--- src/hdl/photon_pkg.sv ---
package photon_pkg;

    //////////////////////////////
    // Memory geometry.
    //////////////////////////////
    localparam int ADDR_W = 24;       // Bank(2)+Row(13)+Column(9).
    localparam int DATA_W = 16;       // One memory word.
    localparam int COUNT_W = 32;      // Photon count per sync period.

    localparam int FRAME_WORDS = 8;   // One word per hex digit.
    localparam int WORD_IDX_W = $clog2(FRAME_WORDS);
    localparam logic [WORD_IDX_W-1:0] LAST_WORD = WORD_IDX_W'(FRAME_WORDS - 1);
    localparam logic [ADDR_W-1:0] FRAME_BASE = 24'h000100;

    // Behavioural memory model.
    localparam int MEM_LATENCY = 4;   // Accept to done, in cycles.
    localparam int LAT_W = $clog2(MEM_LATENCY);
    localparam logic [LAT_W-1:0] LAT_LAST = LAT_W'(MEM_LATENCY - 1);
    localparam int MEM_DEPTH = 16;    // Only low address bits decoded.
    localparam int MEM_IDX_W = $clog2(MEM_DEPTH);

    //////////////////////////////
    // Memory port bundles.
    //////////////////////////////
    // Request side, held until done.
    typedef struct packed {
        logic              rd;
        logic              wr;
        logic [ADDR_W-1:0] addr;
        logic [DATA_W-1:0] data;   // Write data.
    } mem_cmd_t;

    // Response side.
    typedef struct packed {
        logic              done;   // One-cycle pulse.
        logic [DATA_W-1:0] data;   // Read data, valid with done.
    } mem_rsp_t;

    //////////////////////////////
    // State encodings.
    //////////////////////////////
    typedef enum logic [1:0] {
        ARB_IDLE,
        ARB_WRITE,
        ARB_READ
    } arb_owner_t;

    typedef enum logic [1:0] {
        DRAW_IDLE,
        DRAW_REQ,
        DRAW_NEXT
    } draw_state_t;

    typedef enum logic [1:0] {
        RD_IDLE,
        RD_REQ,
        RD_SHOW
    } read_state_t;

endpackage

--- src/hdl/pulse_counter.sv ---
`timescale 1ns/1ps

module pulse_counter (
    input  logic                          clk_133MHz_210,
    input  logic                          rst_n,
    input  logic                          photon_pulse,   // Async pin.
    input  logic                          sync_50Hz,      // Async pin.
    output logic                          count_update,   // One-cycle pulse.
    output logic [photon_pkg::COUNT_W-1:0] count          // Last period total.
);

    //////////////////////////////
    // Input synchronisers.
    //////////////////////////////
    logic [1:0] photon_sync;   // Two flops per input.
    logic [1:0] sync_sync;
    logic       photon_d;      // Delayed copy for edge detect.
    logic       sync_d;
    logic       photon_rise;
    logic       sync_rise;

    logic [photon_pkg::COUNT_W-1:0] running;   // Count in current period.

    always_ff @(posedge clk_133MHz_210 or negedge rst_n) begin
        if (!rst_n) begin
            photon_sync <= '0;
            sync_sync   <= '0;
            photon_d    <= 1'b0;
            sync_d      <= 1'b0;
        end else begin
            photon_sync <= {photon_sync[0], photon_pulse};
            sync_sync   <= {sync_sync[0], sync_50Hz};
            photon_d    <= photon_sync[1];
            sync_d      <= sync_sync[1];
        end
    end

    // Rising edges, one cycle wide.
    assign photon_rise = photon_sync[1] & ~photon_d;
    assign sync_rise   = sync_sync[1] & ~sync_d;

    //////////////////////////////
    // Period counter.
    //////////////////////////////
    always_ff @(posedge clk_133MHz_210 or negedge rst_n) begin
        if (!rst_n) begin
            running      <= '0;
            count        <= '0;
            count_update <= 1'b0;
        end else begin
            count_update <= 1'b0;
            if (sync_rise) begin
                // Publish the period total.
                count        <= running;
                count_update <= 1'b1;
                // A coincident photon edge opens the new period.
                running      <= photon_rise ? photon_pkg::COUNT_W'(1) : '0;
            end else if (photon_rise && (running != '1)) begin
                running <= running + 1'b1;   // Saturates at all ones.
            end
        end
    end

endmodule

--- src/hdl/draw_writer.sv ---
`timescale 1ns/1ps

module draw_writer (
    input  logic                           clk_133MHz_210,
    input  logic                           rst_n,
    input  logic                           count_update,
    input  logic [photon_pkg::COUNT_W-1:0] count,
    output photon_pkg::mem_cmd_t           wr_cmd,
    input  logic                           wr_done,
    output logic                           frame_ready   // After last write.
);

    photon_pkg::draw_state_t state;

    logic [photon_pkg::COUNT_W-1:0]    value;       // Count being drawn.
    logic [photon_pkg::WORD_IDX_W-1:0] digit;       // Nibble index, 7 down to 0.
    logic                              pend;        // Update seen mid-draw.
    logic [photon_pkg::COUNT_W-1:0]    pend_value;  // Latest one wins.

    // Hex nibble to ASCII character word.
    function automatic logic [photon_pkg::DATA_W-1:0] hex_char(input logic [3:0] nib);
        logic [7:0]                    ascii;
        logic [photon_pkg::DATA_W-1:0] word;
        ascii = (nib < 4'd10) ? (8'h30 + {4'h0, nib}) : (8'h37 + {4'h0, nib});
        word = '0;
        word[7:0] = ascii;   // Zero extended.
        return word;
    endfunction

    //////////////////////////////
    // Write request.
    //////////////////////////////
    always_comb begin
        wr_cmd      = '0;
        wr_cmd.wr   = (state == photon_pkg::DRAW_REQ);   // Held until done.
        // MS nibble lands at FRAME_BASE+0.
        wr_cmd.addr = photon_pkg::FRAME_BASE
                    + {{(photon_pkg::ADDR_W - photon_pkg::WORD_IDX_W){1'b0}}, ~digit};
        wr_cmd.data = hex_char(value[{digit, 2'b00} +: 4]);
    end

    //////////////////////////////
    // Draw FSM.
    //////////////////////////////
    always_ff @(posedge clk_133MHz_210 or negedge rst_n) begin
        if (!rst_n) begin
            state       <= photon_pkg::DRAW_IDLE;
            digit       <= '0;
            pend        <= 1'b0;
            frame_ready <= 1'b0;
        end else begin
            frame_ready <= 1'b0;
            // Keep one update in reserve while busy.
            if (count_update && (state != photon_pkg::DRAW_IDLE)) begin
                pend       <= 1'b1;
                pend_value <= count;
            end
            case (state)
                photon_pkg::DRAW_IDLE: begin
                    if (count_update || pend) begin
                        value <= count_update ? count : pend_value;   // Newest first.
                        pend  <= 1'b0;
                        digit <= photon_pkg::LAST_WORD;
                        state <= photon_pkg::DRAW_REQ;
                    end
                end
                photon_pkg::DRAW_REQ: begin
                    if (wr_done) state <= photon_pkg::DRAW_NEXT;   // Request drops next.
                end
                photon_pkg::DRAW_NEXT: begin
                    if (digit == '0) begin
                        frame_ready <= 1'b1;   // Whole frame written.
                        state       <= photon_pkg::DRAW_IDLE;
                    end else begin
                        digit <= digit - 1'b1;
                        state <= photon_pkg::DRAW_REQ;
                    end
                end
                default: state <= photon_pkg::DRAW_IDLE;
            endcase
        end
    end

endmodule

--- src/hdl/mem_arbiter.sv ---
`timescale 1ns/1ps

module mem_arbiter (
    input  logic                 clk_133MHz_210,
    input  logic                 rst_n,
    // Writer side.
    input  photon_pkg::mem_cmd_t wr_cmd,
    output logic                 wr_done,
    // Reader side.
    input  photon_pkg::mem_cmd_t rd_cmd,
    output photon_pkg::mem_rsp_t rd_rsp,
    // Memory side.
    output photon_pkg::mem_cmd_t mem_cmd,
    input  photon_pkg::mem_rsp_t mem_rsp,
    output logic                 mem_busy
);

    photon_pkg::arb_owner_t owner;   // Who holds the memory.

    logic wr_pending;
    logic rd_pending;

    assign wr_pending = wr_cmd.wr;
    assign rd_pending = rd_cmd.rd;

    //////////////////////////////
    // Command and response steering.
    //////////////////////////////
    always_comb begin
        mem_cmd = '0;
        wr_done = 1'b0;
        rd_rsp  = '0;
        case (owner)
            photon_pkg::ARB_IDLE: begin
                // Grant in the cycle seen, write first.
                if (wr_pending) begin
                    mem_cmd = wr_cmd;
                end else if (rd_pending) begin
                    mem_cmd = rd_cmd;
                end
            end
            photon_pkg::ARB_WRITE: begin
                mem_cmd = wr_cmd;          // Client holds it stable.
                wr_done = mem_rsp.done;
            end
            photon_pkg::ARB_READ: begin
                mem_cmd = rd_cmd;
                rd_rsp  = mem_rsp;         // Done and read data.
            end
            default: mem_cmd = '0;
        endcase
    end

    //////////////////////////////
    // Ownership register.
    //////////////////////////////
    always_ff @(posedge clk_133MHz_210 or negedge rst_n) begin
        if (!rst_n) begin
            owner <= photon_pkg::ARB_IDLE;
        end else begin
            case (owner)
                photon_pkg::ARB_IDLE: begin
                    if (wr_pending)      owner <= photon_pkg::ARB_WRITE;
                    else if (rd_pending) owner <= photon_pkg::ARB_READ;
                end
                // Release the cycle after done.
                default: if (mem_rsp.done) owner <= photon_pkg::ARB_IDLE;
            endcase
        end
    end

    assign mem_busy = (owner != photon_pkg::ARB_IDLE);

endmodule

--- src/hdl/frame_mem.sv ---
`timescale 1ns/1ps

module frame_mem (
    input  logic                 clk_133MHz_210,
    input  logic                 rst_n,
    input  photon_pkg::mem_cmd_t mem_cmd,
    output photon_pkg::mem_rsp_t mem_rsp
);

    logic [photon_pkg::DATA_W-1:0] mem [photon_pkg::MEM_DEPTH];

    logic                           busy;      // Access in flight.
    logic [photon_pkg::LAT_W-1:0]   lat_cnt;   // Cycles since sampling.
    photon_pkg::mem_cmd_t           cmd_q;     // Sampled command.
    logic [photon_pkg::MEM_IDX_W-1:0] idx;
    logic                           last;      // Final latency cycle.

    assign idx  = cmd_q.addr[photon_pkg::MEM_IDX_W-1:0];   // Low bits only.
    assign last = busy && (lat_cnt == photon_pkg::LAT_LAST);

    //////////////////////////////
    // Latency sequencer.
    //////////////////////////////
    always_ff @(posedge clk_133MHz_210 or negedge rst_n) begin
        if (!rst_n) begin
            busy    <= 1'b0;
            lat_cnt <= '0;
        end else if (!busy) begin
            if (mem_cmd.rd || mem_cmd.wr) begin
                busy    <= 1'b1;     // Accept.
                lat_cnt <= '0;
            end
        end else if (last) begin
            busy <= 1'b0;            // Idle again next cycle.
        end else begin
            lat_cnt <= lat_cnt + 1'b1;
        end
    end

    // Storage and command capture.
    always_ff @(posedge clk_133MHz_210) begin
        if (!busy) cmd_q <= mem_cmd;
        if (last && cmd_q.wr) mem[idx] <= cmd_q.data;   // Write lands with done.
    end

    assign mem_rsp.done = last;
    assign mem_rsp.data = mem[idx];   // Valid while done is high.

endmodule

--- src/hdl/display_reader.sv ---
`timescale 1ns/1ps

module display_reader (
    input  logic                          clk_133MHz_210,
    input  logic                          rst_n,
    input  logic                          frame_ready,   // Start a scan.
    output photon_pkg::mem_cmd_t          rd_cmd,
    input  photon_pkg::mem_rsp_t          rd_rsp,
    output logic                          lcd_wr,        // One-cycle strobe.
    output logic [photon_pkg::DATA_W-1:0] lcd_data
);

    photon_pkg::read_state_t state;

    logic [photon_pkg::WORD_IDX_W-1:0] idx;      // Word within frame.
    logic                              rescan;   // Frame landed mid-scan.

    //////////////////////////////
    // Read request.
    //////////////////////////////
    always_comb begin
        rd_cmd      = '0;
        rd_cmd.rd   = (state == photon_pkg::RD_REQ);
        rd_cmd.addr = photon_pkg::FRAME_BASE
                    + {{(photon_pkg::ADDR_W - photon_pkg::WORD_IDX_W){1'b0}}, idx};
    end

    //////////////////////////////
    // Scan FSM.
    //////////////////////////////
    always_ff @(posedge clk_133MHz_210 or negedge rst_n) begin
        if (!rst_n) begin
            state  <= photon_pkg::RD_IDLE;
            idx    <= '0;
            rescan <= 1'b0;
            lcd_wr <= 1'b0;
        end else begin
            lcd_wr <= 1'b0;
            if (frame_ready && (state != photon_pkg::RD_IDLE)) rescan <= 1'b1;
            case (state)
                photon_pkg::RD_IDLE: begin
                    if (frame_ready || rescan) begin
                        rescan <= 1'b0;
                        idx    <= '0;     // Address order.
                        state  <= photon_pkg::RD_REQ;
                    end
                end
                photon_pkg::RD_REQ: begin
                    if (rd_rsp.done) begin
                        lcd_wr <= 1'b1;   // Show the word just read.
                        state  <= photon_pkg::RD_SHOW;
                    end
                end
                photon_pkg::RD_SHOW: begin
                    if (idx == photon_pkg::LAST_WORD) begin
                        state <= photon_pkg::RD_IDLE;
                    end else begin
                        idx   <= idx + 1'b1;
                        state <= photon_pkg::RD_REQ;
                    end
                end
                default: state <= photon_pkg::RD_IDLE;
            endcase
        end
    end

    // Display data, captured with the done.
    always_ff @(posedge clk_133MHz_210) begin
        if ((state == photon_pkg::RD_REQ) && rd_rsp.done) lcd_data <= rd_rsp.data;
    end

endmodule

--- src/hdl/photon_counter_top.sv ---
`timescale 1ns/1ps

module photon_counter_top (
    input  logic                          clk_133MHz_210,
    input  logic                          rst_n,
    input  logic                          photon_pulse,   // Photon detector pin.
    input  logic                          sync_50Hz,      // External sync pin.
    output logic                          lcd_wr,
    output logic [photon_pkg::DATA_W-1:0] lcd_data,
    output logic                          mem_busy
);

    //////////////////////////////
    // Internal nets.
    //////////////////////////////
    logic                           count_update;
    logic [photon_pkg::COUNT_W-1:0] count;
    logic                           frame_ready;
    photon_pkg::mem_cmd_t           wr_cmd;    // Writer to arbiter.
    logic                           wr_done;
    photon_pkg::mem_cmd_t           rd_cmd;    // Reader to arbiter.
    photon_pkg::mem_rsp_t           rd_rsp;
    photon_pkg::mem_cmd_t           mem_cmd;   // Arbiter to memory.
    photon_pkg::mem_rsp_t           mem_rsp;

    // Count photons per sync period.
    pulse_counter pulse_counter_inst (
        .clk_133MHz_210, .rst_n, .photon_pulse, .sync_50Hz, .count_update, .count
    );

    // Render the count into frame memory.
    draw_writer draw_writer_inst (
        .clk_133MHz_210, .rst_n, .count_update, .count, .wr_cmd, .wr_done, .frame_ready
    );

    // One memory port, writes first.
    mem_arbiter mem_arbiter_inst (
        .clk_133MHz_210, .rst_n, .wr_cmd, .wr_done, .rd_cmd, .rd_rsp,
        .mem_cmd, .mem_rsp, .mem_busy
    );

    frame_mem frame_mem_inst (
        .clk_133MHz_210, .rst_n, .mem_cmd, .mem_rsp
    );

    // Push the frame out to the display.
    display_reader display_reader_inst (
        .clk_133MHz_210, .rst_n, .frame_ready, .rd_cmd, .rd_rsp, .lcd_wr, .lcd_data
    );

endmodule

--- config.mk ---
export PLATFORM = sky130hd
export DESIGN_NAME = photon_counter_top
export DESIGN_NICKNAME = d
export VERILOG_FILES = /design/src/hdl/photon_pkg.sv /design/src/hdl/pulse_counter.sv /design/src/hdl/draw_writer.sv /design/src/hdl/mem_arbiter.sv /design/src/hdl/frame_mem.sv /design/src/hdl/display_reader.sv /design/src/hdl/photon_counter_top.sv
export SDC_FILE = /design/constraint.sdc
export NUM_CORES = 1
export LEC_CHECK = 0
export ABC_AREA = 0
export BUFFER_PORTS_ARGS = -buffer_cell sky130_fd_sc_hd__buf_4
export CORE_ASPECT_RATIO = 0.8
export CORE_MARGIN = 2
export CORE_UTILIZATION = 40
export CTS_BUF_LIST = sky130_fd_sc_hd__clkbuf_4 sky130_fd_sc_hd__clkbuf_8
export DETAILED_ROUTE_END_ITERATION = 6
export PLACE_DENSITY = 0.67
export SYNTH_ARGS = -nofsm -noshare
export SYNTH_HDL_FRONTEND = slang
export SYNTH_SLANG_ARGS = --single-unit
--- constraint.sdc ---
create_clock -name clk_133MHz_210 -period 8.6 [get_ports clk_133MHz_210]
set_clock_uncertainty 0.05 [all_clocks]
set_input_delay 0.86 -clock clk_133MHz_210 [delete_from_list [all_inputs] [get_ports clk_133MHz_210]]
set_output_delay 0.86 -clock clk_133MHz_210 [all_outputs]
set_load 0.03 [all_outputs]
==> qor.yml <==
outcome:
  status: "complete, no violations"
cts:
  numCtsBuffers: 38
  cts_tree: "yes"
  cts_hold_buf: 0
  h-tree-depth: 2
  clockRootBuffer: "clkbuf_8"
  post_cts_resized: 0
  clk_pin_slew_ns: 0.06
  clk_latency_ns: 0.51
  clkSinkCount: 231
  ctsLongestPathBuffers: 3
  postCtsSetupRepairBufs: 0
sta:
  worst_pin_slew_ns: 1.13
  hold_viol_final: 0
  period_minus_slack_ns: 2.53
  relSlewSlack: 0.241
  finalSetupViolations: 0
  maxSlewViolCount: 0
  final.period_utilization: 0.294
  rsz0062_at_grt: "false"
  tns_ns: 0
  fmax_mhz: 396
yosys:
  seq_area_frac_synth: 0.671
  synth_warnings: 0
  synth_seq_cells: 231
  syn_area_um2: 9620
  async_flop_share: 0.390
  synth_top_flop_cell: "edfxtp_1"
  synth_cell_types: 63
  synth-edff-count: 138
  synthCells: 710
  synth.avg_cell_area_um2: 13.5
worst_setup_path:
  cp_slowest_cell: "dfrtp_1"
  cp-start-kind: "flip-flop"
  rr_worst_depth: 6
  crit_chain: "mux4_2 -> mux2i_2 -> ha_1 -> nand2_1 -> or3_1 -> a21oi_1"
  cp.required_ns: 8.91
  crit_type: "reg2reg"
  slowest_delay_ns: 0.73
  crit_fanout: 13
  crit_path_start: "draw_writer_inst.digit[0]$_DFFE_PN0P_"
  rr_startpoint: "draw_writer_inst.digit[0]$_DFFE_PN0P_"
  cp-end-kind: "flip-flop"
  critPathArrivalTime_ns: 2.84
detailed_routing:
  drt_iter0_drc: 405
  dr.pass1.iters: 4
  via_count: 5445
  antenna_left: 0
  finalWirelength_um: 17300
  wl_per_cell_um: 16.0
  drc_errors: 0
  via_per_inst: 5.04
floorplanning:
  start_util: 0.409
  die_w_um: 177
  dieArea_um2: 25300
  fp.dieH_um: 143
  ioPinCount: 22
  rows: 50
  core_um2: 23500
placement:
  dp_hpwl_um: 11000
  io_buffers: 12
  dpl_cell_area_um2: 9990
  gp_congestion: 0.750
layout:
  num_antenna_cells: 0
  nets: 751
  syn2layout_area_growth_pct: 11.8
  final_common_cell: "edfxtp_1"
  num-fill-cells: 2113
  final_core_util: 0.457
  drive_above_1_share: 0.186
  design_area_um2: 10800
  layout_common_cells: "138 x edfxtp_1, 123 x nand2_1, 90 x dfrtp_1"
power:
  ir_drop_uv: 103
  powerDensity_nw_per_um2: 247
  leakage_nw: 4.15
global_routing:
  grt_usage: 0.143
  grt_overflow: 0
  antenna_found_initial: 0
  grt_pass1_vias: 5364
  grt_max_degree: 74
  grt_pass1_wl_um: 28500
run:
  maxCapViolCount: 0
min_path:
  worstHoldPathType: "in2async"
## stage by stage
step                      setup slack (ns)  std cells  hold WS (ns)  total power, mW
final                                 6.07       1081         0.178             2.66
after global routing                  5.87       1081         0.178             2.80
after CTS                             6.02       1081         0.165             2.70
after detailed placement              5.54       1012         0.294             1.74
after global placement                5.56       1012         0.290             1.73
after floorplan                       5.78        718         0.281             1.65
## cells by family after synthesis
logic type | synth area share
adders and majority gates | 0.00911
muxes | 0.106
other | 0.000390
AOI/OAI and AO/OA | 0.0522
xor gates and xnor gates | 0.00911
buffers and inverters | 0.0258
and+or+nand+nor | 0.126
DFF | 0.671
## cell type report
class,count,area [µm²],share of cell area
Sequential cell,231,6460,0.600
Timing Repair Buffer,19,143,0.0133
Clock inverter,18,125,0.0116
Clock buffer,51,633,0.0589
Tap cell,312,390,0.0363
Multi-Input combinational cell,434,2940,0.274
Inverter,16,60.1,0.00559
## report_power, final
group	internal, mW	total (mW)	switching [mW]	leakage (nW)
sequential	1.30	1.40	0.100	2.49
combinational	0.150	0.310	0.160	1.28
clock	0.538	0.948	0.410	0.392
total	1.99	2.66	0.670	4.15
## Yosys cell counts (5+ instances only)
cell | instances | area, µm²
o21ai_0 | 24 | 120
mux2i_1 | 10 | 100
nand3_1 | 9 | 45.0
nand2b_1 | 7 | 43.8
inv_1 | 15 | 56.3
xor2_1 | 5 | 43.8
nor2_1 | 46 | 173
dfrtp_1 | 90 | 2250
nand4_1 | 12 | 75.1
mux4_2 | 22 | 495
buf_4 | 10 | 75.1
clkbuf_1 | 18 | 67.6
and3_1 | 6 | 37.5
or4_1 | 6 | 45.0
xnor2_1 | 5 | 43.8
a21oi_1 | 26 | 130
mux2_2 | 36 | 405
nor3_1 | 11 | 55.1
o21ai_1 | 5 | 25.0
nand2_1 | 123 | 462
buf_1 | 5 | 18.8
ha_1 | 7 | 87.6
or3_1 | 16 | 100
edfxtp_1 | 138 | 4140
o31ai_1 | 5 | 37.5
## worst max-delay path, delay by kind of cell (launching register included)
family	cells	cell delay, ns
flip-flops	1	0.73
AND/OR/NAND/NOR	2	0.36
adder cells (fa/ha/maj)	1	0.22
multiplexers	2	0.89
AO/OA/AOI/OAI	1	0.13
## flip-flops by register name, indices dropped and copies added, names as in the netlist, 3 cells and up, named ones only
name                          cells
frame_mem_inst.mem               56
draw_writer_inst.pend_value      32
draw_writer_inst.value           32
pulse_counter_inst.count         32
pulse_counter_inst.running       32
frame_mem_inst.cmd_q             11
display_reader_inst.lcd_data      7
display_reader_inst.idx           3
draw_writer_inst.digit            3
## path summary, 6_finish.rpt
| check | end | slack [ns] |
|---|---|---|
| worst max register to register | frame_mem_inst.cmd_q[2]$_DFFE_PN_ | 6.07 |
| min in group clk_133MHz_210 | pulse_counter_inst.photon_sync[1]$_DFF_PN0_ | 0.30 |
| worst min register to register | pulse_counter_inst.photon_sync[1]$_DFF_PN0_ | 0.30 |
| max in group asynchronous | pulse_counter_inst.photon_d$_DFF_PN0_ | 7.11 |
| worst max-delay path | frame_mem_inst.cmd_q[2]$_DFFE_PN_ | 6.07 |
| worst min-delay path | frame_mem_inst.lat_cnt[1]$_DFFE_PN0P_ | 0.18 |
## routing by layer
layer | vias to the layer above | track usage | wire, µm
met2 | 109 | 0.212 | 7630
met5 | - | 0 | 0
met1 | 2650 | 0.211 | 8620
li1 | 2662 | - | -
met3 | 24 | 0.0333 | 793
met4 | 0 | 0.0418 | 250
No activity file was read; power rests on OpenSTA's default activity.
